===== src/source/backup_pkg.sv =====
/*
 * Save engine sizes, RAM type and FSM enums,
 * memory, sector buffer and SD command structs
 */

package backup_pkg;

	localparam int WORD_W          = 16;
	localparam int SECTOR_WORDS    = 256;
	localparam int WORD_ADDR_W     = 8;
	localparam int MAX_SECTORS_DEF = 8;
	localparam int SECTOR_W        = $clog2(MAX_SECTORS_DEF);
	localparam int MEM_ADDR_W      = SECTOR_W + WORD_ADDR_W;
	localparam int LBA_W           = 16;

	// Cartridge backup RAM size in sectors
	typedef enum logic [2:0] {
		RAM_NONE = 3'd0,
		RAM_1S   = 3'd1,
		RAM_2S   = 3'd2,
		RAM_4S   = 3'd3,
		RAM_8S   = 3'd4
	} ram_type_e;

	typedef struct packed {
		logic                  req;
		logic                  we;
		logic [MEM_ADDR_W-1:0] addr;
		logic [WORD_W-1:0]     wdata;
	} mem_req_t;

	typedef struct packed {
		logic              ready;
		logic [WORD_W-1:0] rdata;
	} mem_rsp_t;

	typedef struct packed {
		logic                   wr;
		logic [WORD_ADDR_W-1:0] addr;
		logic [WORD_W-1:0]      data;
	} buf_port_t;

	typedef struct packed {
		logic             rd;
		logic             wr;
		logic [LBA_W-1:0] lba;
	} sd_cmd_t;

	typedef enum logic [2:0] {
		ST_IDLE,
		ST_SD_READ,
		ST_COPY_IN,
		ST_COPY_OUT,
		ST_SD_WRITE
	} seq_state_e;

	typedef enum logic [1:0] {
		CP_IDLE,
		CP_REQ,
		CP_WAIT,
		CP_DONE
	} copy_state_e;

endpackage


===== src/source/sector_copy.sv =====
/*
 * Sector copy engine between save RAM and sector buffer,
 * one memory request per word, both directions
 */

`timescale 1ns/100ps

module sector_copy (
	input  logic                            clk_sys,
	input  logic                            rst,
	input  logic                            copy_start,
	input  logic                            to_memory,
	input  logic [backup_pkg::SECTOR_W-1:0] sector,
	output logic                            copy_done,
	output backup_pkg::mem_req_t            mem_req,
	input  backup_pkg::mem_rsp_t            mem_rsp,
	output backup_pkg::buf_port_t           buf_port,
	input  logic [backup_pkg::WORD_W-1:0]   buf_rdata
);

	backup_pkg::copy_state_e                state_q;
	logic [backup_pkg::WORD_ADDR_W-1:0]     idx_q;
	logic [backup_pkg::SECTOR_W-1:0]        sector_q;
	logic                                   dir_q;

	always_ff @(posedge clk_sys) begin
		if (rst) begin
			state_q <= backup_pkg::CP_IDLE;
		end else begin
			case (state_q)
				backup_pkg::CP_IDLE: begin
					if (copy_start) begin
						state_q  <= backup_pkg::CP_REQ;
						idx_q    <= '0;
						sector_q <= sector;
						dir_q    <= to_memory;
					end
				end
				backup_pkg::CP_REQ: begin
					state_q <= backup_pkg::CP_WAIT;
				end
				backup_pkg::CP_WAIT: begin
					if (mem_rsp.ready) begin
						if (&idx_q) begin
							state_q <= backup_pkg::CP_DONE;
						end else begin
							idx_q   <= idx_q + 1'b1;
							state_q <= backup_pkg::CP_REQ;
						end
					end
				end
				default: begin
					state_q <= backup_pkg::CP_IDLE;
				end
			endcase
		end
	end

	// Load writes the buffer word, save reads into the buffer
	always_comb begin
		mem_req.req   = (state_q == backup_pkg::CP_REQ);
		mem_req.we    = dir_q;
		mem_req.addr  = {sector_q, idx_q};
		mem_req.wdata = buf_rdata;
	end

	always_comb begin
		buf_port.wr   = (state_q == backup_pkg::CP_WAIT) && mem_rsp.ready && !dir_q;
		buf_port.addr = idx_q;
		buf_port.data = mem_rsp.rdata;
	end

	assign copy_done = (state_q == backup_pkg::CP_DONE);

endmodule


===== config.mk =====
export PLATFORM = sky130hd
export DESIGN_NAME = sector_copy
export DESIGN_NICKNAME = d
export VERILOG_FILES = /design/src/source/backup_pkg.sv /design/src/source/sector_copy.sv
export SDC_FILE = /design/constraint.sdc
export NUM_CORES = 1
export LEC_CHECK = 0
export BUFFER_PORTS_ARGS = -buffer_cell sky130_fd_sc_hd__buf_2
export CAP_MARGIN = 20
export CORE_ASPECT_RATIO = 1.1
export CORE_UTILIZATION = 32
export CTS_BUF_LIST = sky130_fd_sc_hd__clkbuf_8 sky130_fd_sc_hd__clkbuf_16
export CTS_CLUSTER_DIAMETER = 60
export DETAILED_ROUTE_END_ITERATION = 8
export GPL_TIMING_DRIVEN = 0
export HOLD_SLACK_MARGIN = 0.06
export PLACE_DENSITY = 0.84
export SETUP_SLACK_MARGIN = 0.02
export SYNTH_ARGS = -nofsm -noshare
export SYNTH_HDL_FRONTEND = slang
export SYNTH_SLANG_ARGS = --single-unit

===== constraint.sdc =====
create_clock -name clk_sys -period 2.2 [get_ports clk_sys]
set_clock_uncertainty 0.15 [all_clocks]
set_input_delay 0.55 -clock clk_sys [delete_from_list [all_inputs] [get_ports clk_sys]]
set_output_delay 0.55 -clock clk_sys [all_outputs]
set_load 0.05 [all_outputs]

### Yosys cells after proc, flatten, opt, wreduce, memory -nomap -nowiden

Index checks and enable logic that the tools add are counted.

* register bits: 14
* word-level logic and storage cells: 29
* memories: 0
* RAM bits: 0
* input bits: 40
* latch bits: 0
* bits in read-only memories: 0
* output and inout bits: 55

* bitwise logic cells: 1
* magnitude comparators: 0
* multiply operators: 0
* equality and inequality tests: 6
* mux-type cells: 8
* add/sub/neg operators: 1
* reduce and logical (&&, ||, !) cells: 9
* shift-type cells: 0
* div/mod/pow operators: 0

Operator list (number)
* 2-to-1 mux 8 bit: 3
* one-hot mux 8 bit (2 select lines): 1
* adder 8 x 1 -> 8 bit, second input constant: 1
* AND reduction 8 bit: 1
* 2-to-1 mux 2 bit: 3
* != test 2 bit, second input constant: 3
* one-hot mux 2 bit (3 select lines): 1
* AND reduction 5 bit: 1
* == test 2 bit, second input constant: 2
* AND reduction 3 bit: 1
* == test 2 x 1 -> 1 bit, second input constant: 1
* logical AND 1 bit: 2
* zero test 2 bit: 1
* AND reduction 2 bit: 1
* nonzero test 2 bit: 1
* zero test 1 bit: 1
* inverter 1 bit: 1

### Logic depth before layout (Yosys ltp)

* depth in word-level cells: 4
* mapped depth: 4
* depth with buffers taken out: 4

### Least setup slack after synthesis

OpenSTA, ideal clock, no wires.

* path kind: reg2out
* from: reg state_q[1]
* to: out buf_port[24] in the netlist's numbering
* data required time: 1.500 ns
* cell stages (with the launch flop): 4
* path buffers: 1
* arrival time: 1.899 ns
* setup slack: -0.399 ns
* path through: dfxtp_1 or2b_1 clkbuf_1 nor3b_1

RTL lines
* start: declaration: line sector_copy.sv:21 `backup_pkg::copy_state_e state_q;`
* start signal: assignment: line sector_copy.sv:28 `state_q <= backup_pkg::CP_IDLE;`
* start signal: assignment: line sector_copy.sv:33 `state_q <= backup_pkg::CP_REQ;`
* start signal: assignment: line sector_copy.sv:40 `state_q <= backup_pkg::CP_WAIT;`
* end: declaration: line sector_copy.sv:17 `output backup_pkg::buf_port_t buf_port,`

==> impl_metrics.toml <==
[status]
status = "finished clean"

[sta]
timing.final.ws_setup_ns = 0.167
holdWs_ns = 0.332
slew_headroom = 0.680
finalHoldViolations = 0
fin_crit_ns = 2.03
rsz0062_at_grt = "false"
report.final.slew_viol_count = 0
worstMarginPinSlew_ns = 0.476
setup_viol = 0
max_freq_mhz = 492
post-route-period-util = 0.924

[power_and_ir_drop]
seq_power_share = 0.365
p_int_w = 0.000553
total_leakage_power_nw = 0.698
netSwitchingFraction = 0.359
power_density_nw_per_um2 = 631
vdd_drop_max_mv = 0.542
p_clk_frac = 0.281
combPwrFrac = 0.354
switchingPower_w = 0.000310

[place]
pre_cts_slack_ns = -0.0285
dp_hpwl_um = 1420
place_congestion = 0.718
dp_cells = 190
port_buffers = 62

[global_routing]
grt_max_degree = 9
track_usage = 0.103
overflow = 0
antenna_found_initial = 0
grt_pass1_wl_um = 2350
grt_pass1_vias = 577

[synthesis]
synth_area_um2 = 950
async_reset_ff_frac = 0
yosys_warnings = 0
synth_area_leader_cell = "edfxtp_1"
synthCells = 95
synth_fp_nets = 136
netlist_top_cells_area = "edfxtp_1 (38%), buf_4 (32%), dfxtp_1 (4.2%), or3_1 (2.0%), xnor2_1 (1.8%)"
synth.ff_latch_count = 14
yosysTopAreaCellShare = 0.379
seq_area_frac_synth = 0.422
syn_avg_cell_area_um2 = 10.0
synth-edff-count = 12
synth_flop_cell = "edfxtp_1"
yosysUniqueCellTypes = 26

[route]
ant_nets = 0
vias_per_cell = 4.15
first_pass_iters = 2
routed_wl_um = 1670
drt_iter0_drc = 1
num_vias = 801
wl_per_cell_um = 8.66
route.detailed.drc = 0

[clocking]
clk_latency_ns = 0.24
cts-root-buf = "clkbuf_8"
cts_tree = "built"
cts.sinks = 14
cts_max_path_buffers = 2
clk_pin_slew_ns = 0.06
hold_buffers = 0
h-tree-depth = 1
cts_setup_buffers = 0
numCtsBuffers = 3

[die]
core_um2 = 2800
start_util = 0.339
fp-row-count = 20
die_h_um = 59.1
dieArea_um2 = 3190
die_x_um = 53.9
num_io_pins = 95

[critical_path]
crit_path_end_kind = "primary output"
cp-start-kind = "flip-flop"
crit_path_top_delay_cell = "dfxtp_1"
arrival_ns = 1.33
critPathTopFamily = "simple AND/OR/NAND/NOR gates"
critPathMaxStageDelay_ns = 0.38
worstSetupPathType = "flip-flop to primary output"
crit_fanout = 8
critPathBufInv = 1
path_cells = "or2b_4 -> nor3b_2 -> buf_4"
required_ns = 1.50

[finish]
drive_above_1_share = 0.700
area_growth_pct = 44.0
antennaDiodeCount = 0
final_cell_mix = "buf_2 (61), buf_4 (42), edfxtp_1 (12)"
final_common_cell = "buf_2"
nets = 202
fin_cells = 193

[run]
max_cap_violations = 0

[worst_hold_path]
hold_path_class = "primary input to flip-flop"
-- power by group through the flow --
stage / Combinational (W) / Sequential, W / Clock, W
after floorplan: 0.000224 / 0.000350 / 0
final: 0.000306 / 0.000315 / 0.000242
after global routing: 0.000322 / 0.000318 / 0.000263
after CTS: 0.000307 / 0.000316 / 0.000252
after global placement: 0.000304 / 0.000321 / 0
after detailed placement: 0.000307 / 0.000321 / 0
-- registers in the layout, indices dropped and copies added, names as in the netlist --
signal / flops
dir_q: 1
state_q: 2
idx_q: 8
sector_q: 3
-- cells in the mapped netlist, drive strengths merged, types with 2 or more instances --
master and n:
a21oi 3, or3 3, inv 3, nor2 4
nand3 3, buf 41, and2 2, o21ai 3
dfxtp 2, nor3 2, nand2 2, edfxtp 12
nand2b 2, xnor2 2
-- area by class of cell --
cell class	instances	area [µm²]
tap	33	41.3
sequential	14	400
timing repair buffer	62	313
fill	285	1440
clock buffer	4	55.1
inverter	3	11.3
multi-input combinational	36	239
buffer	41	308
-- per-layer routing --
metal  global-route usage  vias to the layer above  share of wire
met5                    0                        -              0
met4               0.0338                        0         0.0072
met3               0.0487                        2           0.13
met2                0.180                       64           0.47
met1                0.107                      326           0.39
li1                     -                      409              -
-- through the flow --
| step | TNS (ns) | total power, W | utilization | cell area [µm²] |
|---|---|---|---|---|
| finish | 0 | 0.000863 | 0.488 | 1370 |
| global route | 0 | 0.000903 | 0.488 | 1370 |
| CTS | 0 | 0.000875 | 0.485 | 1360 |
| detailed placement | -0.226 | 0.000628 | 0.466 | 1310 |
| global placement | 0 | 0.000625 | 0.466 | 1310 |
| floorplan | 0 | 0.000574 | - | 955 |
-- path summary, 6_finish.rpt --
path / from / cells after the start / endpoint / slack (ns)
max reg2reg: idx_q[0] / 4 / idx_q[6] / 0.38
min: to_memory / 1 / dir_q / 0.33
min reg2reg: state_q[1] / 2 / state_q[0] / 0.38
max: state_q[1] / 3 / buf_port[24] / 0.17
-- timing repair --
item                                   CTS  global route
endpoints found under the hold margin    0             0
gates resized for setup                  1             2
setup endpoints to repair                1             9
-- cell families after synthesis --
| group | Yosys count | share of synthesized area |
|---|---|---|
| buf+inv | 45 | 0.340 |
| compound gates | 9 | 0.0593 |
| fa+ha+maj | 1 | 0.0132 |
| xor+xnor | 3 | 0.0277 |
| flops | 14 | 0.422 |
| simple gates | 23 | 0.138 |
Note: power is estimated with default switching activity, not from simulation.
