<file path="config.mk">
export PLATFORM = sky130hd
export DESIGN_NAME = backup_sequencer
export DESIGN_NICKNAME = d
export VERILOG_FILES = /design/src/source/backup_pkg.sv /design/src/source/backup_sequencer.sv
export SDC_FILE = /design/constraint.sdc
export NUM_CORES = 1
export LEC_CHECK = 0
export ABC_CLOCK_PERIOD_IN_PS = 2100
export BUFFER_PORTS_ARGS = -buffer_cell sky130_fd_sc_hd__buf_2
export CAP_MARGIN = 15
export CORE_MARGIN = 1
export CORE_UTILIZATION = 44
export CTS_CLUSTER_DIAMETER = 120
export DETAILED_ROUTE_END_ITERATION = 10
export GPL_TIMING_DRIVEN = 0
export MAX_ROUTING_LAYER = met4
export PLACE_DENSITY = 0.83
export SLEW_MARGIN = 20
export SYNTH_ARGS = -nofsm -noshare
export SYNTH_HDL_FRONTEND = slang
export SYNTH_SLANG_ARGS = --single-unit
</file>
<file path="constraint.sdc">
create_clock -name clk_sys -period 2.1 [get_ports clk_sys]
set_clock_uncertainty 0.05 [all_clocks]
set_input_delay 0 -clock clk_sys [delete_from_list [all_inputs] [get_ports clk_sys]]
set_output_delay 0 -clock clk_sys [all_outputs]
set_load 0.005 [all_outputs]
</file>
<file path="src/source/backup_pkg.sv">
/*
 * Save engine sizes, RAM type and FSM enums,
 * memory, sector buffer and SD command structs
 */

package backup_pkg;

	localparam int WORD_W          = 16;
	localparam int SECTOR_WORDS    = 256;
	localparam int WORD_ADDR_W     = 8;
	localparam int MAX_SECTORS_DEF = 8;
	localparam int SECTOR_W        = $clog2(MAX_SECTORS_DEF);
	localparam int MEM_ADDR_W      = SECTOR_W + WORD_ADDR_W;
	localparam int LBA_W           = 16;

	// Cartridge backup RAM size in sectors
	typedef enum logic [2:0] {
		RAM_NONE = 3'd0,
		RAM_1S   = 3'd1,
		RAM_2S   = 3'd2,
		RAM_4S   = 3'd3,
		RAM_8S   = 3'd4
	} ram_type_e;

	typedef struct packed {
		logic                  req;
		logic                  we;
		logic [MEM_ADDR_W-1:0] addr;
		logic [WORD_W-1:0]     wdata;
	} mem_req_t;

	typedef struct packed {
		logic              ready;
		logic [WORD_W-1:0] rdata;
	} mem_rsp_t;

	typedef struct packed {
		logic                   wr;
		logic [WORD_ADDR_W-1:0] addr;
		logic [WORD_W-1:0]      data;
	} buf_port_t;

	typedef struct packed {
		logic             rd;
		logic             wr;
		logic [LBA_W-1:0] lba;
	} sd_cmd_t;

	typedef enum logic [2:0] {
		ST_IDLE,
		ST_SD_READ,
		ST_COPY_IN,
		ST_COPY_OUT,
		ST_SD_WRITE
	} seq_state_e;

	typedef enum logic [1:0] {
		CP_IDLE,
		CP_REQ,
		CP_WAIT,
		CP_DONE
	} copy_state_e;

endpackage

</file>
<file path="src/source/backup_sequencer.sv">
/*
 * Save size tracking, pending flag, trigger detection
 * and per-sector save and load sequencing
 */

`timescale 1ns/100ps

module backup_sequencer #(
	parameter int MAX_SECTORS = backup_pkg::MAX_SECTORS_DEF
) (
	input  logic                            clk_sys,
	input  logic                            rst,
	input  backup_pkg::ram_type_e           ram_type,
	input  logic                            cart_loaded,
	input  logic                            game_write,
	input  logic                            save_req,
	input  logic                            load_req,
	input  logic                            autosave_en,
	input  logic                            osd_open,
	output backup_pkg::sd_cmd_t             sd_cmd,
	input  logic                            sd_done,
	output logic                            copy_start,
	output logic                            to_memory,
	output logic [backup_pkg::SECTOR_W-1:0] sector,
	input  logic                            copy_done,
	output logic                            save_busy
);

	localparam int CNT_W = $clog2(MAX_SECTORS + 1);

	function automatic logic [CNT_W-1:0] sectors_for(input backup_pkg::ram_type_e rt);
		int n;
		case (rt)
			backup_pkg::RAM_1S: n = 1;
			backup_pkg::RAM_2S: n = 2;
			backup_pkg::RAM_4S: n = 4;
			backup_pkg::RAM_8S: n = 8;
			default:            n = 0;
		endcase
		if (n > MAX_SECTORS) begin
			n = MAX_SECTORS;
		end
		return n[CNT_W-1:0];
	endfunction

	backup_pkg::seq_state_e          state_q;
	logic [CNT_W-1:0]                count_q;
	logic [backup_pkg::SECTOR_W-1:0] sector_q;
	logic                            size_known;
	logic                            pending_q;
	logic                            osd_q;
	logic                            rd_q;
	logic                            wr_q;
	logic                            start_q;
	logic                            dir_q;
	logic                            osd_rise;
	logic                            can_start;
	logic                            start_load;
	logic                            start_save;
	logic                            last_sector;

	////////////////////////////////////////////////////
	// Save size, pending writes, triggers

	assign osd_rise    = osd_open && !osd_q;
	assign can_start   = (state_q == backup_pkg::ST_IDLE) && (count_q != '0);
	assign start_load  = can_start && load_req;
	assign start_save  = can_start && !load_req &&
		(save_req || (osd_rise && autosave_en && pending_q));
	assign last_sector = (int'(sector_q) + 1 == int'(count_q));

	always_ff @(posedge clk_sys) begin
		if (rst) begin
			size_known <= 1'b0;
			count_q    <= '0;
			pending_q  <= 1'b0;
			osd_q      <= 1'b0;
		end else begin
			osd_q <= osd_open;
			// Size comes from the first write after a new cartridge
			if (cart_loaded) begin
				size_known <= 1'b0;
				count_q    <= '0;
			end else if (game_write && !size_known) begin
				size_known <= 1'b1;
				count_q    <= sectors_for(ram_type);
			end
			if (cart_loaded) begin
				pending_q <= 1'b0;
			end else if (game_write) begin
				pending_q <= 1'b1;
			end else if (start_save) begin
				pending_q <= 1'b0;
			end
		end
	end

	////////////////////////////////////////////////////
	// Sector sequencing

	always_ff @(posedge clk_sys) begin
		if (rst) begin
			state_q <= backup_pkg::ST_IDLE;
			rd_q    <= 1'b0;
			wr_q    <= 1'b0;
			start_q <= 1'b0;
		end else begin
			rd_q    <= 1'b0;
			wr_q    <= 1'b0;
			start_q <= 1'b0;
			case (state_q)
				backup_pkg::ST_IDLE: begin
					if (start_load) begin
						state_q  <= backup_pkg::ST_SD_READ;
						rd_q     <= 1'b1;
						sector_q <= '0;
						dir_q    <= 1'b1;
					end else if (start_save) begin
						state_q  <= backup_pkg::ST_COPY_OUT;
						start_q  <= 1'b1;
						sector_q <= '0;
						dir_q    <= 1'b0;
					end
				end
				backup_pkg::ST_SD_READ: begin
					if (sd_done) begin
						state_q <= backup_pkg::ST_COPY_IN;
						start_q <= 1'b1;
					end
				end
				backup_pkg::ST_COPY_IN: begin
					if (copy_done) begin
						if (last_sector) begin
							state_q <= backup_pkg::ST_IDLE;
						end else begin
							sector_q <= sector_q + 1'b1;
							state_q  <= backup_pkg::ST_SD_READ;
							rd_q     <= 1'b1;
						end
					end
				end
				backup_pkg::ST_COPY_OUT: begin
					if (copy_done) begin
						state_q <= backup_pkg::ST_SD_WRITE;
						wr_q    <= 1'b1;
					end
				end
				backup_pkg::ST_SD_WRITE: begin
					if (sd_done) begin
						if (last_sector) begin
							state_q <= backup_pkg::ST_IDLE;
						end else begin
							sector_q <= sector_q + 1'b1;
							state_q  <= backup_pkg::ST_COPY_OUT;
							start_q  <= 1'b1;
						end
					end
				end
				default: begin
					state_q <= backup_pkg::ST_IDLE;
				end
			endcase
		end
	end

	// Sector number doubles as disk LBA
	always_comb begin
		sd_cmd.rd                         = rd_q;
		sd_cmd.wr                         = wr_q;
		sd_cmd.lba                        = '0;
		sd_cmd.lba[backup_pkg::SECTOR_W-1:0] = sector_q;
	end

	assign copy_start = start_q;
	assign to_memory  = dir_q;
	assign sector     = sector_q;
	assign save_busy  = (state_q != backup_pkg::ST_IDLE);

endmodule

</file>
# Yosys cells after proc, flatten, opt, wreduce, memory -nomap -nowiden
# Index checks and enable logic that the tools add are counted.
dict set report classes {
  addsub 2
  n_lt_le_gt_ge 1
  n_eq_ne 14
  n_mux 32
  bitwise_logic 2
  n_reduce_logical 23
}
# operator count
set ops {}
lappend ops {{2-to-1 mux 32 bit} 3}
lappend ops {{2-to-1 mux 3 bit} 11}
lappend ops {{> comparator 32 x 5 -> 1 bit (second input constant)} 1}
lappend ops {{one-hot mux 4 bit (4 select lines)} 1}
lappend ops {{one-hot mux 3 bit (5 select lines)} 1}
lappend ops {{== test 3 x 2 -> 1 bit (second input constant)} 4}
lappend ops {{2-to-1 mux 1 bit} 11}
lappend ops {{AND reduction 5 bit} 2}
lappend ops {{one-hot mux 3 bit (3 select lines)} 1}
lappend ops {{logical AND 1 bit} 8}
lappend ops {{!= test 2 bit (second input constant)} 4}
lappend ops {{== test 3 x 1 -> 1 bit (second input constant)} 2}
lappend ops {{== test 3 bit (second input constant)} 2}
lappend ops {{nonzero test 3 bit} 2}
lappend ops {{adder 3 x 1 -> 4 bit (second input constant)} 1}
lappend ops {{== test 4 bit} 1}
lappend ops {{2-to-1 mux 4 bit} 1}
lappend ops {{nonzero test 2 bit} 2}
lappend ops {{nonzero test 4 bit} 1}
lappend ops {{OR reduction 2 bit} 2}
lappend ops {{adder 3 x 1 -> 3 bit (second input constant)} 1}
lappend ops {{zero test 1 bit} 3}
lappend ops {{zero test 3 bit} 1}
lappend ops {{!= test 3 bit (second input constant)} 1}
lappend ops {{6 further kinds} 7}
dict set report word_totals {
  ff_bits 17
  elab_cells 84
}

# Depth between registers and ports, before layout
dict set report depth {
  depth_word 9
  depth_mapped 6
  mapped_depth_nobuf 5
}

# Least setup slack after synthesis
# Ideal clock, no wire load.
dict set report synth_timing {
  kind {reg2reg}
  start {reg sector_q, in the netlist sector[0]}
  end {reg sector_q, in the netlist sector[2] (data pin)}
  t_arrival_ns 1.933
  t_required_ns 1.790
  setup_slack_ns -0.143
  path_stages_with_launch 6
  path_buffers 0
  synth_period_minus_slack_ns 2.243
  path_cell_list {edfxtp_1 > ha_1 > xor3_1 > a211o_1 > o21ai_0 > mux2_2}
}
dict set report synth_via {
  elab_chain_len 5
  word_cells_on_any_way 7
  classes_between {2 x add/sub; 1 x eq/ne; 4 x mux}
}
# element line_no
set synth_lines {}
lappend synth_lines {{from (decl)} backup_sequencer.sv:48} ;# logic [backup_pkg::SECTOR_W-1:0] sector_q;
lappend synth_lines {{from (signal assigned)} backup_sequencer.sv:136} ;# sector_q <= sector_q + 1'b1;
lappend synth_lines {{from (signal assigned)} backup_sequencer.sv:153} ;# sector_q <= sector_q + 1'b1;
lappend synth_lines {{adder 3 x 1 -> 4 bit} n/a}
lappend synth_lines {{== test 4 bit} n/a}
lappend synth_lines {{2-to-1 mux 3 bit *} {backup_sequencer.sv:133, backup_sequencer.sv:150}}
lappend synth_lines {{2-to-1 mux 3 bit, on equally long branches} {backup_sequencer.sv:149, backup_sequencer.sv:132}}
lappend synth_lines {{one-hot mux 3 bit (3 select lines) *} backup_sequencer.sv:111} ;# case (state_q)
# Mark *: on every way between the ends. The rest lies on a longest branch, timed or not. The select of a mux whose other input is x is not followed.
# A chain may end at the register's enable or synchronous reset.

# Final worst setup path
dict set report layout_timing {
  start {reg sector_q, in the netlist sector[2]}
  end {reg sector_q, in the netlist sector[2] (data pin)}
}
# The elaborated chain is that of the path after synthesis.

==> impl_results.md <==
* Slowest-stage cell, CP: edfxtp_1
* Top-area cell type share of the netlist area at 23.8%
* Synth area leader: dfxtp_1
* Via Count at 1011
* Port bufs at 23
* Leakage at 0.648 nW
* Share of cells above drive strength 1 at 33.1%
* Synth unique cells at 40
* Number of synthesized flops with an enable pin at 4
* Sink Count at 17
* Maximum VDD drop at 0.410 mV
* CP cell instances: xor3_1 -> a211o_4 -> o21ai_1 -> mux2_2
* Placed cell count at 186
* Hold WS at 7.80 ps
* Skew-Pair Late Insertion Delay at 300 ps
* DIE WIDTH at 51.9 um
* Worst setup margin at 57.2 ps
* WS Path Type: reg -> reg
* Root Driver: clkbuf_4
* # IOs at 37
* First-pass GRT wire length at 3930 um
* Iteration-0 DRC Markers at 25
* WL/cell at 12.0 um
* Initial antenna violation count at 0
* Relative slew slack at 42.2%
* Max-slew violations at 0
* Async set-reset flop share out of synthesis at 0%
* Antenna fix cells at 0
* Chip height at 51.9 um
* Antenna-violating nets left at 0
* Row cnt at 17
* Slowest Stage Delay on Critical Path at 500 ps
* CP endpoint kind: register
* Final Hold Vio Count at 0
* Fmax at 490 MHz
* Total power draw at 823 uW
* Gr usage total at 20.4%
* Max-cap violation count at 0
* Met2 wire length at 1220 um
* Worst Path Max Fanout at 9
* Clock Tree Buf Depth at 2
* Largest cells by area after synthesis: dfxtp_1, buf_4, edfxtp_1, nor2_1, nor3_1
* Startpoint Class: register
* Yosys warns at 0
* CP arrival at 2050 ps
* Finished Layout Cells at 200
* Setup TNS at 0 ps
* Synth Register Bits at 17
* Final worst path period need at 2040 ps
* CP required at 2110 ps
* WL final at 2410 um
* RSZ-0062 raised after global routing: false
* DP Area at 1290 um^2
* Global placement routability congestion at 0.864
* Vias in the first global route at 911
* Cells on worst reg2reg path at 4
* Post-DR vias/cell at 5.06
* Finished Cell Area at 1420 um^2
* Count leader, synth: buf_4
* Cell Pwr Density at 578 nW/um^2
* Tcrit/Tclk final at 97.3%
* Fin util at 62.6%
* Total global routing overflow at 0
* Mapped Cells at 123
* H-tree levels at 1
* Worst Hold Depth at 3
* Core Box Area at 2280 um^2
* Commonest cells in the netlist: buf_4, dfxtp_1, nor2_1
* DR WL met3 at 126 um
* Mean Syn Cell Area at 8.90 um^2
* First-pass DRT Iterations at 4
* Synth Flop Type: dfxtp_1
* Nets at 187
* Initial Util at 48.1%
* Synthesized area at 1090 um^2
* Die area at 2690 um^2
* Residual DRC at 0
* Met1 wire length at 1010 um
* Sequential-to-total area share from yosys stat at 34.7%
* Place WS at -70.9 ps
* Final Setup Violations at 0
* CTS Buf Count at 3
* Largest net degree at the start of global routing at 11
* Post-DP HPWL at 1720 um
* Outcome: completed
* Clock tree from TritonCTS: yes
* CTS clk-pin slew, worst paths at 100 ps
* DR top layer: met4
* Worst-Margin Slew at 859 ps
* Synth-to-Final Area Change at 30.1%
* Fill cells at 203
* Hold Crit Class: in -> reg
[cell usage in the layout (no fill, tap or decap), drive strengths merged, types with 2 or more instances in the layout]
master,Yosys,routed
a2111oi,2,2
a211oi,2,2
a21oi,7,7
a22oi,3,3
buf,21,47
clkbuf,2,6
conb,1,13
dfxtp,13,13
dlygate4sd3,0,7
edfxtp,4,4
inv,5,5
nand2,3,3
nand2b,2,2
nand3,3,3
nor2,12,12
nor2b,5,5
nor3,8,8
nor3b,2,2
o2111ai,2,2
o21a,3,3
o21ai,4,4
xor2,2,2
[logic make-up after synthesis]
family | count (synthesis) | share of synthesized area, %
buffers and inverters | 28 | 17.8
flip-flops | 17 | 34.7
multiplexers | 1 | 1.03
AND/OR/NAND/NOR | 43 | 21.4
other | 1 | 0.343
AO/OA/AOI/OAI | 29 | 19.8
XOR/XNOR | 3 | 3.77
adder cells (fa/ha/maj) | 1 | 1.14
[what timing repair did]
action | 4_1_cts | 5_1_grt
endpoints found under the setup margin | 2 | 1
setup buffers | 2 | 1
hold endpoints to repair | 10 | 0
resized for setup | 0 | 3
cloned | 0 | 0
hold buffers | 7 | 0
pin swaps | 1 | 0
[per-layer routing]
| layer | up-vias | GRT usage (%) |
|---|---|---|
| met5 | - | - |
| met4 | 0 | 11.3 |
| met3 | 5 | 2.92 |
| met2 | 46 | 34.4 |
| met1 | 452 | 23.1 |
| li1 | 508 | - |
[worst paths after layout]
kind                            startpoint         end  slack, ps
worst min-delay path              load_req        rd_q          8
worst max register to register   sector[2]   sector[2]         60
worst max-delay path             sector[2]   sector[2]         60
worst min register to register  size_known  size_known        400
[flip-flops by register name, summed over array words and instances (netlist names)]
register	count
count_q	4
sector	3
state_q	3
copy_start	1
osd_q	1
pending_q	1
rd_q	1
size_known	1
to_memory	1
wr_q	1
[report_power, final]
group	internal (mW)	switching, mW
clock network	0.0741	0.106
registers	0.355	0.0120
logic	0.143	0.134
total	0.572	0.252
[layout make-up]
class	count	area [um^2]	share of cell area, %
Clock buffer	4	26.3	1.85
Sequential cell	17	380	26.7
Buffer	23	176	12.4
Tap cell	28	35.0	2.46
Inverter	5	18.8	1.32
Multi-Input combinational cell	90	579	40.7
Timing Repair Buffer	33	208	14.6
[worst max-delay path: cells and delay by family, from the launching register on]
kind / cells / cell delay, ps
flip-flops: 1 / 500
AO/OA/AOI/OAI: 2 / 500
XOR/XNOR: 1 / 410
multiplexers: 1 / 340
No activity file was read; power rests on OpenSTA's default activity.
