===== config.mk =====
export PLATFORM = sky130hd
export DESIGN_NAME = mem_arbiter
export DESIGN_NICKNAME = d
export VERILOG_FILES = /design/src/source/backup_pkg.sv /design/src/source/mem_arbiter.sv
export SDC_FILE = /design/constraint.sdc
export NUM_CORES = 1
export LEC_CHECK = 0
export BUFFER_PORTS_ARGS = -buffer_cell sky130_fd_sc_hd__buf_2
export CORE_ASPECT_RATIO = 1.1
export CORE_UTILIZATION = 38
export DETAILED_ROUTE_END_ITERATION = 10
export PLACE_DENSITY = 0.73
export REMOVE_ABC_BUFFERS = 1
export SLEW_MARGIN = 10
export SYNTH_ARGS = -nofsm -noshare
export SYNTH_HDL_FRONTEND = slang
export SYNTH_SLANG_ARGS = --single-unit

===== constraint.sdc =====
create_clock -name clk_sys -period 0.9 [get_ports clk_sys]
set_input_delay 0.135 -clock clk_sys [delete_from_list [all_inputs] [get_ports clk_sys]]
set_output_delay 0.135 -clock clk_sys [all_outputs]
set_load 0.02 [all_outputs]

===== src/source/backup_pkg.sv =====
/*
 * Save engine sizes, RAM type and FSM enums,
 * memory, sector buffer and SD command structs
 */

package backup_pkg;

	localparam int WORD_W          = 16;
	localparam int SECTOR_WORDS    = 256;
	localparam int WORD_ADDR_W     = 8;
	localparam int MAX_SECTORS_DEF = 8;
	localparam int SECTOR_W        = $clog2(MAX_SECTORS_DEF);
	localparam int MEM_ADDR_W      = SECTOR_W + WORD_ADDR_W;
	localparam int LBA_W           = 16;

	// Cartridge backup RAM size in sectors
	typedef enum logic [2:0] {
		RAM_NONE = 3'd0,
		RAM_1S   = 3'd1,
		RAM_2S   = 3'd2,
		RAM_4S   = 3'd3,
		RAM_8S   = 3'd4
	} ram_type_e;

	typedef struct packed {
		logic                  req;
		logic                  we;
		logic [MEM_ADDR_W-1:0] addr;
		logic [WORD_W-1:0]     wdata;
	} mem_req_t;

	typedef struct packed {
		logic              ready;
		logic [WORD_W-1:0] rdata;
	} mem_rsp_t;

	typedef struct packed {
		logic                   wr;
		logic [WORD_ADDR_W-1:0] addr;
		logic [WORD_W-1:0]      data;
	} buf_port_t;

	typedef struct packed {
		logic             rd;
		logic             wr;
		logic [LBA_W-1:0] lba;
	} sd_cmd_t;

	typedef enum logic [2:0] {
		ST_IDLE,
		ST_SD_READ,
		ST_COPY_IN,
		ST_COPY_OUT,
		ST_SD_WRITE
	} seq_state_e;

	typedef enum logic [1:0] {
		CP_IDLE,
		CP_REQ,
		CP_WAIT,
		CP_DONE
	} copy_state_e;

endpackage


===== src/source/mem_arbiter.sv =====
/*
 * Save RAM arbiter, game port over sector copy engine,
 * grant tags route ready and read data back to the owner
 */

`timescale 1ns/100ps

module mem_arbiter #(
	parameter int MAX_SECTORS = backup_pkg::MAX_SECTORS_DEF
) (
	input  logic                          clk_sys,
	input  logic                          rst,
	input  backup_pkg::mem_req_t          game_req,
	output backup_pkg::mem_rsp_t          game_rsp,
	input  backup_pkg::mem_req_t          copy_req,
	output backup_pkg::mem_rsp_t          copy_rsp,
	output backup_pkg::mem_req_t          mem,
	input  logic [backup_pkg::WORD_W-1:0] mem_rdata
);

	localparam int DEPTH = MAX_SECTORS * backup_pkg::SECTOR_WORDS;

	backup_pkg::mem_req_t game_q;
	backup_pkg::mem_req_t copy_q;
	backup_pkg::mem_req_t sel;
	logic                 copy_pend;
	logic                 copy_issue;
	logic                 tag_game;
	logic                 tag_copy;

	////////////////////////////////////////////////////
	// Request capture

	// Game access always goes out one cycle after it arrives
	always_ff @(posedge clk_sys) begin
		game_q <= game_req;
		if (rst) begin
			game_q.req <= 1'b0;
		end
	end

	always_ff @(posedge clk_sys) begin
		if (copy_req.req) begin
			copy_q <= copy_req;
		end
	end

	// Held copy request waits while the game owns the port
	assign copy_issue = copy_pend && !game_q.req;

	always_ff @(posedge clk_sys) begin
		if (rst) begin
			copy_pend <= 1'b0;
		end else if (copy_req.req) begin
			copy_pend <= 1'b1;
		end else if (copy_issue) begin
			copy_pend <= 1'b0;
		end
	end

	////////////////////////////////////////////////////
	// Grant stage

	always_comb begin
		if (game_q.req) begin
			sel = game_q;
		end else begin
			sel     = copy_q;
			sel.req = copy_pend;
		end
		mem = sel;
		// Drop writes beyond the fitted RAM so they cannot alias
		mem.we = sel.we && (int'(sel.addr) < DEPTH);
	end

	////////////////////////////////////////////////////
	// Read stage

	always_ff @(posedge clk_sys) begin
		if (rst) begin
			tag_game <= 1'b0;
			tag_copy <= 1'b0;
		end else begin
			tag_game <= game_q.req;
			tag_copy <= copy_issue;
		end
	end

	always_comb begin
		game_rsp.ready = tag_game;
		game_rsp.rdata = mem_rdata;
		copy_rsp.ready = tag_copy;
		copy_rsp.rdata = mem_rdata;
	end

endmodule


Yosys cells after proc, flatten, opt, wreduce, memory -nomap -nowiden. Index checks and enable logic that the tools add are counted.

Bits in registers: 60. Bits of input ports: 76. Output and inout port bits: 63.

Multiplexer cells: 3. Reductions and logical operators: 3.

Operator list (number): $mux W29 (1); $mux W1 (2); $reduce_bool A2 Y1 (1); $logic_and A1 B1 Y1 (1); $logic_not A1 Y1 (1).

Logic depth before layout (Yosys ltp). Gate-level depths: netlist of the first run.

Depth in word-level cells: 4. Depth in mapped cells: 4. Gate-level depth less buffers: 2.

Least setup slack after synthesis of the first run. Ideal clock, no wire load.

Path kind: flip-flop to output port. From: register game_q[28] (netlist bit). To: output mem[20] (netlist bit). Arrival: 0.907 ns. Data required time: 0.765 ns. Slack: -0.142 ns. Stages on the path, launching flop included: 4. Buffers on the path: 2. Cells stage by stage: dfxtp_1 -> buf_6 -> buf_6 -> mux2_4.

RTL lines: start, declared (RTL line mem_arbiter.sv:23) `backup_pkg::mem_req_t game_q;`; start signal, assigned (RTL line mem_arbiter.sv:36) `game_q <= game_req;`; end, declared (RTL line mem_arbiter.sv:17) `output backup_pkg::mem_req_t mem,`.

==> impl_results.md, run 1 <==
* Diode count at 0
* Initial antenna violation count at 0
* Max transition margin at 90.0%
* Fmax at 0.668 GHz
* Cell family with most CP delay: flip-flops
* Largest net degree at the start of global routing at 16
* Clk_lat worst skew at 0.33 ns
* Post-synthesis area per instance at 17.0 um^2
* Die width at 75.3 um
* Final Cycle Share at 166%
* Crit path capture: mem[26]
* CTS sink count at 60
* Maxcap violations at 0
* Cell variety after synth at 12
* Die Height at just over 80 um
* Detailed placement HPWL at 3040 um
* Number of flops mapped to enable cells by yosys at 28
* Drt pass-1 iters at 4
* Area contributors post-synth: edfxtp_1 (37%), dfxtp_1 (29%), mux2_4 (17%)
* Place WS at -0.272 ns
* Nets at around 340
* PwrDens at 1740 mW/mm^2
* CP Depth at 3
* First-pass GRT wire length at 7760 um
* Cells after synthesis at 132
* Final hold violations at 0
* R2R Path Start: game_q[28]
* Synth Area in Simple Gates at 1.34%
* Async SR Flop Fraction at 0%
* Status: finished, violations left
* Die ar. at 0.00623 mm^2
* Top FF cell, synth: dfxtp_1
* Most common cell in the synthesized netlist: buf_4
* Filler instances at 475
* Crit path cell chain: buf_12 > mux2_4 > buf_6
* Mapped Area at 0.00225 mm^2
* Max Clock Skew at between 0.003 and 0.004 ns
* Worst Path Max Fanout at 8
* Drt drc at 0
* Fin Setup TNS at -16.81 ns
* Max incr delay on CP at 0.43 ns
* Fin area at 0.00355 mm^2
* Worst Tran Pin Value at between 0.1 and 0.15 ns
* Root Buffer: clkbuf_8
* FF+latch count, synth at 60
* Vias in the first global route at 1,583
* Post-DP Area at about 0.0026 mm^2
* Commonest cells in the synthesized netlist: buf_4 (34), dfxtp_1 (32), edfxtp_1 (28), mux2_4 (26)
* Critical path's slowest cell: dfxtp_4
* R2R depth at 4
* Synth top area share at 37.4%
* Synth Area in Adders at 0%
* CTS tree: yes
* Post-synthesis sequential area ratio at 65.9%
* Failing checks: setup timing
* Worst R2R End: copy_pend
* Post-layout min period at around 1.5 ns
* Ys Warns at 0
* RSZ-0062 raised after global routing: yes
* Core ar. at 0.00573 mm^2
* Final GP Congestion at 0.631
* IO Pins at 139
* Wire per inst at 16.2 um
* Num CTS Buffers at 9
* Worst reg-to-reg setup slack at -0.02 ns
* DR vias at 1,470
* CP Data Required Time at 0.76 ns
* Critical path data arrival time at ~1.4 ns
* IO buf count at 90
* Crit Path Class: register to primary output
* Worst path bufs/invs at 2
* Leading area contributor after synthesis: edfxtp_1
* Main combinational cell family by area after synthesis: multiplexers
* 1st-iter DRT viols at 60
* Routed Antenna Nets at 0
* Post-synthesis mux area share at 18.4%
* Synth Area in Compound Gates at 0.223%
* Pins over their slew limit at 0
* Starting Density at 39.2%
* CTS clk-pin slew, worst paths at about 0.060 ns
* Final setup fails at 31
* Total track usage at a little under a fifth
* Share of cells above drive strength 1 at 53.8%
* Clock Path Buffers at 2
* Worst setup EP type: primary output
* Gr ovfl total at 0
* Drt total wl at 5530 um
* Setup crit start: game_q[28]
* Startpoint types: register
* H-tree Lvls at 3
* Syn-to-layout area delta at 57.9%
* Row Count at 29
* Peak supply drop at 1.16 mV
* Leakage power at approximately 1.6 nW
* Vias per cell at 4.31
* Tightest Hold Check Type: primary input to register
* Post-route setup slack at -0.598 ns
* Post-synthesis xor/xnor area fraction at 0%
## cells by family after synthesis
kind of cell,after synthesis
flops,60
mux,28
compound gates,1
buf+inv,38
simple gates,5
## timing repair
item                       in CTS  in global routing
setup endpoints to repair      31                 33
pin swaps                       1                  1
gates cloned                    1                  0
hold buffers                   56                  0
gates resized for setup        77                  0
buffers inserted                1                  0
hold endpoints to repair       56                  0
## metal layers
layer | up-vias | GRT usage (%) | wire length, um
met3 | 11 | 13.2 | 638
met2 | 100 | 32.1 | 2900
li1 | 677 | - | -
met4 | 2 | 6.85 | 68
met1 | 680 | 16.6 | 1880
met5 | - | 5.56 | 37
## worst reg2reg max path: stages, from the launching register on
cell	delay [ns]
dfxtp_4	0.39
buf_16	0.15
buf_6	0.11
a21oi_2	0.11
nor2_1	0.05
## cell usage in the layout (no fill, tap or decap)
master,count
or2_4,1
buf_8,2
clkinv_2,1
nor3b_2,1
dfxtp_1,29
dfxtp_2,2
edfxtp_1,28
nor2b_1,2
dlygate4sd3_1,56
buf_16,1
mux2_4,28
clkinv_1,3
nor2_1,1
buf_6,33
buf_2,59
dfxtp_4,1
a21oi_2,1
buf_12,3
clkbuf_8,9
clkbuf_1,3
## flip-flops by register name, summed over array words and instances, names as in the netlist
register   cells
game_q        29
copy_pend      1
tag_game       1
copy_q        28
tag_copy       1
## stage by stage
step | cells | power (mW) | hold slack (ns) | util [%]
finish | 341 | 6.17 | 0.0240 | 61.9
global route | 341 | 6.46 | 0.0304 | 61.9
CTS | 341 | 6.22 | 0.00679 | 61.9
detailed placement | 267 | 3.89 | 0.239 | 44.7
global placement | 267 | 3.87 | 0.238 | 44.7
floorplan | 94 | 3.56 | 0.163 | -
## worst min path at each step
| stage | startpoint | end | slack [ns] | depth (start not counted) |
|---|---|---|---|---|
| after floorplan | game_req[0] | game_q[0] | 0.16 | 0 |
| after global placement | game_req[7] | game_q[7] | 0.24 | 1 |
| after detailed placement | game_req[1] | game_q[1] | 0.24 | 1 |
| after CTS | game_req[28] | game_q[28] | 0.007 | 2 |
| after global routing | rst | tag_copy | 0.03 | 2 |
| final | game_req[28] | game_q[28] | 0.02 | 2 |
## layout make-up
cell class	instances	area, um^2	area share [%]
multi-input combinational	34	467	13.2
clock buffer	12	135	3.81
tap	77	96.3	2.72
clock inverter	4	16.3	0.459
sequential	60	1490	41.9
timing repair buffer	154	1350	37.9
## report_power, final
part | switching [mW] | total [mW] | internal, mW
Combinational | 0.429 | 1.16 | 0.730
Sequential | 0.0573 | 3.10 | 3.04
Clock | 0.948 | 1.92 | 0.968
Total | 1.43 | 6.17 | 4.74
Power figures use the tool's default switching activity.
==> run 2, diff against run 1 <==
- SKIP_LAST_GASP: default -> 1
==> run 2 against run 1 <==
The flow still finishes with violations (setup timing). Register-to-register slack is essentially flat. First-iteration DRC count grew 1.7%. Global-route usage is essentially flat. Worst setup slack gained 0.0025 ns. Clock power is essentially flat. Clock skew grew 0.0016 ns. Critical path depth is the same. Sequential power is essentially flat. Utilization is the same. Non-clock buffer count is the same. Highest routed layer unchanged.
==> impl_results.md, run 2 (synthesized netlist as in run 1, its figures left out) <==
* Placed cells at 267
* Max transition margin at 90.1%
* Post-DP Area at 0.00256 mm^2
* H-tree Lvls at 3
* Post-route setup slack at -0.596 ns
* Final Cycle Share at 166%
* Failing checks: setup timing
* Met2 Use GR at 32.2%
* Worst setup EP type: primary output
* Max incr delay on CP at 0.43 ns
* Tightest Hold Check Type: primary input to register
* R2R Path Start: game_q[28]
* Final core utilization at between 60% and 70%
* Setup crit start: game_q[28]
* Fmax at approximately 0.67 GHz
* Gr ovfl total at 0
* Critical path's slowest cell: dfxtp_4
* Cell family with most CP delay: flip-flops
* Die width at 75.3 um
* Combinational group share of total power at a little under a fifth
* Die Height at 82.7 um
* Initial antenna violation count at 0
* Reg power frac at 50.3%
* NetSw at 1.43 mW
* Diode count at 0
* Worst Tran Pin Value at ~0.15 ns
* Fin area at ~0.0035 mm^2
* CTS tree: yes
* Worst Path Max Fanout at 8
* Final hold violations at 0
* Startpoint types: register
* Root Buffer: clkbuf_8
* Switching Fraction at 23.1%
* CTS clk-pin slew, worst paths at around 0.060 ns
* Fin Setup TNS at -16.75 ns
* Wire per inst at 16.1 um
* Biggest register: game_q
* CP Data Required Time at 0.76 ns
* Peak supply drop at 1.15 mV
* Max reg flops at 29
* Crit Path Class: register to primary output
* Final GP Congestion at 0.631
* Starting Density at 39.2%
* Num CTS Buffers at 9
* Vias in the first global route at 1,592
* Post-layout min period at 1.50 ns
* Largest net degree at the start of global routing at 16
* Worst hold start: game_req[28]
* Drt drc at 0
* Total track usage at 18.7%
* Share of cells above drive strength 1 at 53.8%
* RSZ-0062 raised after global routing: yes
* IO buf count at 90
* Nets at between 300 and 400
* Layout Cells excl Fill at 341
* Final setup fails at 31
* Worst path bufs/invs at 2
* Crit path cell chain: buf_12 > mux2_4 > buf_6
* DR vias at roughly 1,500
* Syn-to-layout area delta at 57.9%
* Maxcap violations at 0
* First-pass GRT wire length at 7760 um
* Routed Antenna Nets at 0
* Core ar. at 0.00573 mm^2
* Die ar. at just over 0.006 mm^2
* Clock Path Buffers at 2
* Max Clock Skew at 0.00502 ns
* Drt total wl at ~5500 um
* M3 GR Usage at 13.2%
* Pins over their slew limit at 0
* 1st-iter DRT viols at 61
* CTS sink count at 60
* Global routing usage on met1 at 16.5%
* Most frequent cells in the layout: buf_2 (59), dlygate4sd3_1 (56), buf_6 (33)
* Power Internal at approximately 4.7 mW
* Detailed placement HPWL at 3040 um
* Regs by FF count: game_q x29, copy_q x28
* Pwr Total at 6.17 mW
* Most common cell after layout, fill and taps aside: buf_2
* PwrDens at 1740 mW/mm^2
* Drt pass-1 iters at 4
* Critical path data arrival time at 1.36 ns
* Leakage power at roughly 1.6 nW
* Vias per cell at 4.33
* Status: finished, violations left
* Row Count at 29
* IO Pins at 139
* Gr busiest metal: met2
* Clk_lat worst skew at 0.33 ns
* Clock Power Share at 30.9%
## run 2: cell counts in the layout (fill, tap and decap cells not counted)
No cell type changed its count.
## run 2: layer usage
metal,wire (um),up-vias,share of wire (%)
met2,2870,100,52
met3,638,11,12
met4,68,2,1.2
met5,37,-,0.67
met1,1880,689,34
li1,-,676,-
## run 2: final timing paths
| kind | endpoint | slack (ns) | depth (start not counted) |
|---|---|---|---|
| min | game_q[28] | 0.03 | 2 |
| max | mem[26] | -0.60 | 3 |
| min reg2reg | tag_copy | 0.51 | 1 |
| max reg2reg | copy_pend | -0.02 | 4 |
## run 2: layout make-up
cell class | count | area (um^2)
clock buffers | 12 | 135
clock inverters | 4 | 16.3
fillers | 476 | 2190
multi-input cells | 34 | 467
flip-flops and latches | 60 | 1490
well taps | 77 | 96.3
repair buffers | 154 | 1350
## run 2: stage by stage
step | hold slack (ns) | setup slack, ns
5_1_grt | 0.0286 | -0.654
2_1_floorplan | 0.163 | -0.985
3_5_place_dp | 0.239 | -0.272
6_report | 0.0257 | -0.596
4_1_cts | 0.00679 | -0.623
3_3_place_gp | 0.238 | -0.248
## run 2: power by group through the flow
stage                     clock network [mW]  registers [mW]  logic (mW)
after floorplan                            0            3.17       0.391
after global placement                     0            3.15       0.726
after detailed placement                   0            3.15       0.733
after CTS                               1.97            3.10        1.14
after global routing                    2.11            3.12        1.23
final                                   1.91            3.10        1.16
## run 2: repair_timing
item | CTS | global route
gates cloned | 1 | 0
pin swaps | 0 | 3
gates resized for setup | 74 | 3
hold endpoints to repair | 56 | 0
hold buffers | 56 | 0
setup endpoints to repair | 31 | 33
buffers inserted | 1 | 0
==> run 3, diff against run 2 <==
- ABC_AREA: default -> 1
- CORE_UTILIZATION: 38 -> 37
- REMOVE_ABC_BUFFERS: 1 -> default
==> run 3 against run 2 <==
The flow still finishes with violations (setup timing). Sequential power hardly changed. Hold slack worse by 0.015 ns. Critical path depth is 2 higher. Synthesized area is 5.4% lower. Global-route usage is 0.52 points higher. Sequential share of layout area is 0.52 points higher. Combinational power is 8% lower. Die area is 2.8% lower. Cell count is 18% higher. Synthesized cell count is 48% higher. Clock skew is 0.0024 ns lower. Utilization is 2.2 points higher. Critical path type unchanged. Critical endpoint is now mem[23]. Highest routed layer is now met4.
==> impl_results.md, run 3 <==
* Status: finished, violations left
* Failing checks: setup timing
* Routed Antenna Nets at 0
* Filler instances at 432
* CTS clk-pin slew, worst paths at around 0.06 ns
* IO Pins at 139
* Fin Hold WS at 0.0110 ns
* Most frequent cells in the layout: nand2_1 (69), buf_2 (62), dlygate4sd3_1 (57)
* Drt pass-1 iters at 4
* Final setup fails at 29
* RSZ-0062 raised after global routing: yes
* Row Count at 28
* Async SR Flop Fraction at 0%
* Cells after synthesis at ~200
* Wire per inst at 13.7 um
* PwrDens at 1800 mW/mm^2
* Fmax at 0.747 GHz
* Clock Power Share at 33.6%
* Total track usage at 19.2%
* Maxcap violations at 0
* Most frequent CP cell: nand2_1
* Pins over their slew limit at 0
* Final GP Congestion at 0.700
* Post-synthesis sequential area ratio at a little over two thirds
* H-tree Lvls at 3
* Placed cells at 327
* Crit path cell chain: inv_6 > buf_16 > nand2_1 > nand2_1 > buf_6
* Top FF cell, synth: dfxtp_1
* Fin Setup TNS at -11.76 ns
* CTS tree: yes
* Post-DP Area at 0.00246 mm^2
* Setup crit start: game_q[28]
* Leading area contributor after synthesis: edfxtp_1
* Final Cycle Share at 149%
* Mapped Area at 0.00213 mm^2
* Tightest Hold Check Type: primary input to register
* Commonest cells in the synthesized netlist: nand2_1 (87), buf_4 (34), dfxtp_1 (32), edfxtp_1 (28), buf_2 (6)
* Clk_lat worst skew at 0.32 ns
* Die ar. at 0.00605 mm^2
* Leakage power at 1.68 nW
* IO buf count at 90
* Diode count at 0
* Number of flops mapped to enable cells by yosys at 28
* Net count after synthesis at ~270
* Die width at between 70 and 80 um
* Syn-to-layout area delta at 64.8%
* Drt total wl at 5530 um
* CP Data Required Time at 0.76 ns
* Combinational group share of total power at 17.1%
* Critical path data arrival time at 1.20 ns
* R2R Path Start: game_q[28]
* NetSw at 1.52 mW
* Worst Tran Pin Value at between 0.2 and 0.25 ns
* Area contributors post-synth: edfxtp_1 (40%), dfxtp_1 (30%), nand2_1 (15%)
* Peak supply drop at 1.20 mV
* Final hold violations at 0
* Footprint of the multi-input gates at between 400 and 500 um^2
* Worst setup EP type: primary output
* Share of cells above drive strength 1 at 41.3%
* Vias in the first global route at 1,904
* Max transition margin at 85.3%
* Num CTS Buffers at 9
* Root Buffer: clkbuf_8
* Max Clock Skew at 0.00264 ns
* Startpoint types: register
* Largest net degree at the start of global routing at 30
* Die Height at about 81 um
* Most common cell in the synthesized netlist: nand2_1
* Post-synthesis area per instance at ~11 um^2
* Drt drc at 0
* Crit Path Class: register to primary output
* Nets at 400
* Switching Fraction at 24.2%
* Vias per cell at ~4.2
* 1st-iter DRT viols at 43
* Cell variety after synth at 10
* First-pass GRT wire length at between 8000 and 9000 um
* Regs by FF count: game_q x29, copy_q x28
* Initial antenna violation count at 0
* Layout Cells excl Fill at between 400 and 500
* Worst Path Max Fanout at 10
* Post-layout min period at 1.34 ns
* Pwr Total at 6.29 mW
* Final core utilization at 64.1%
* CTS sink count at 60
* Gr ovfl total at 0
* Detailed placement HPWL at 2730 um
* Biggest register: game_q
* Critical path's slowest cell: dfxtp_4
* Power Internal at 4.77 mW
* Reg power frac at 49.3%
* Clock Path Buffers at 2
* DR vias at between 1,500 and 2,000
* Place WS at -0.0968 ns
* Core ar. at 0.00547 mm^2
* FF+latch count, synth at 60
* Starting Density at 38.9%
* Fin area at 0.00350 mm^2
* Most common cell after layout, fill and taps aside: nand2_1
* Ys Warns at 0
* Post-route setup slack at -0.439 ns
* Worst hold start: rst
* Worst reg-to-reg setup slack at about 0.01 ns
* Synth top area share at 39.6%
* Max reg flops at 29
* Max incr delay on CP at roughly 0.37 ns
* Register area at between 0.001 and 0.0015 mm^2
run 3: power groups by stage:
stage | Sequential [mW] | Combinational [mW] | Clock (mW)
2_1_floorplan | 3.14 | 0.541 | 0
3_3_place_gp | 3.14 | 0.651 | 0
3_5_place_dp | 3.15 | 0.659 | 0
4_1_cts | 3.09 | 1.02 | 2.14
5_1_grt | 3.12 | 1.16 | 2.25
6_report | 3.10 | 1.07 | 2.11
run 3: worst max-delay path: cells and delay by family, from the launching register on:
family	cells	cell delay [ns]
DFF	1	0.37
buffers and inverters	3	0.35
and+or+nand+nor	2	0.15
run 3: layer usage:
| metal | up-vias | share of wire, % | track usage, % |
|---|---|---|---|
| met5 | - | 0 | 0 |
| met1 | 778 | 32 | 16.4 |
| met3 | 36 | 6.9 | 6.38 |
| met2 | 65 | 55 | 34.6 |
| li1 | 835 | - | - |
| met4 | 0 | 6.0 | 17.5 |
run 3: final timing paths:
kind / end / cells past startpoint
max: mem[23] / 5
min: game_q[28] / 2
max reg2reg: tag_copy / 2
min reg2reg: copy_pend / 2
run 3: area by class of cell:
class / count / area share [%]
tap: 75 / 2.68
timing repair buffer: 158 / 37.4
clock buffer: 14 / 4.64
multi-input combinational: 91 / 12.0
sequential: 60 / 42.5
clock inverter: 2 / 0.286
inverter: 4 / 0.571
run 3: cell families (layout without fill, tap and decap cells):
| group | after synthesis | count (layout) | synth area share (%) |
|---|---|---|---|
| DFF | 60 | 60 | 69.7 |
| and+or+nand+nor | 91 | 91 | 16.2 |
| buffers and inverters | 44 | 178 | 14.1 |
run 3: timing repair:
item / CTS / global route
pin swaps: 11 / 1
hold endpoints to repair: 57 / 0
resized for setup: 67 / 18
gates cloned: 2 / 1
endpoints found under the setup margin: 31 / 32
buffers inserted: 1 / 0
hold buffers: 57 / 0
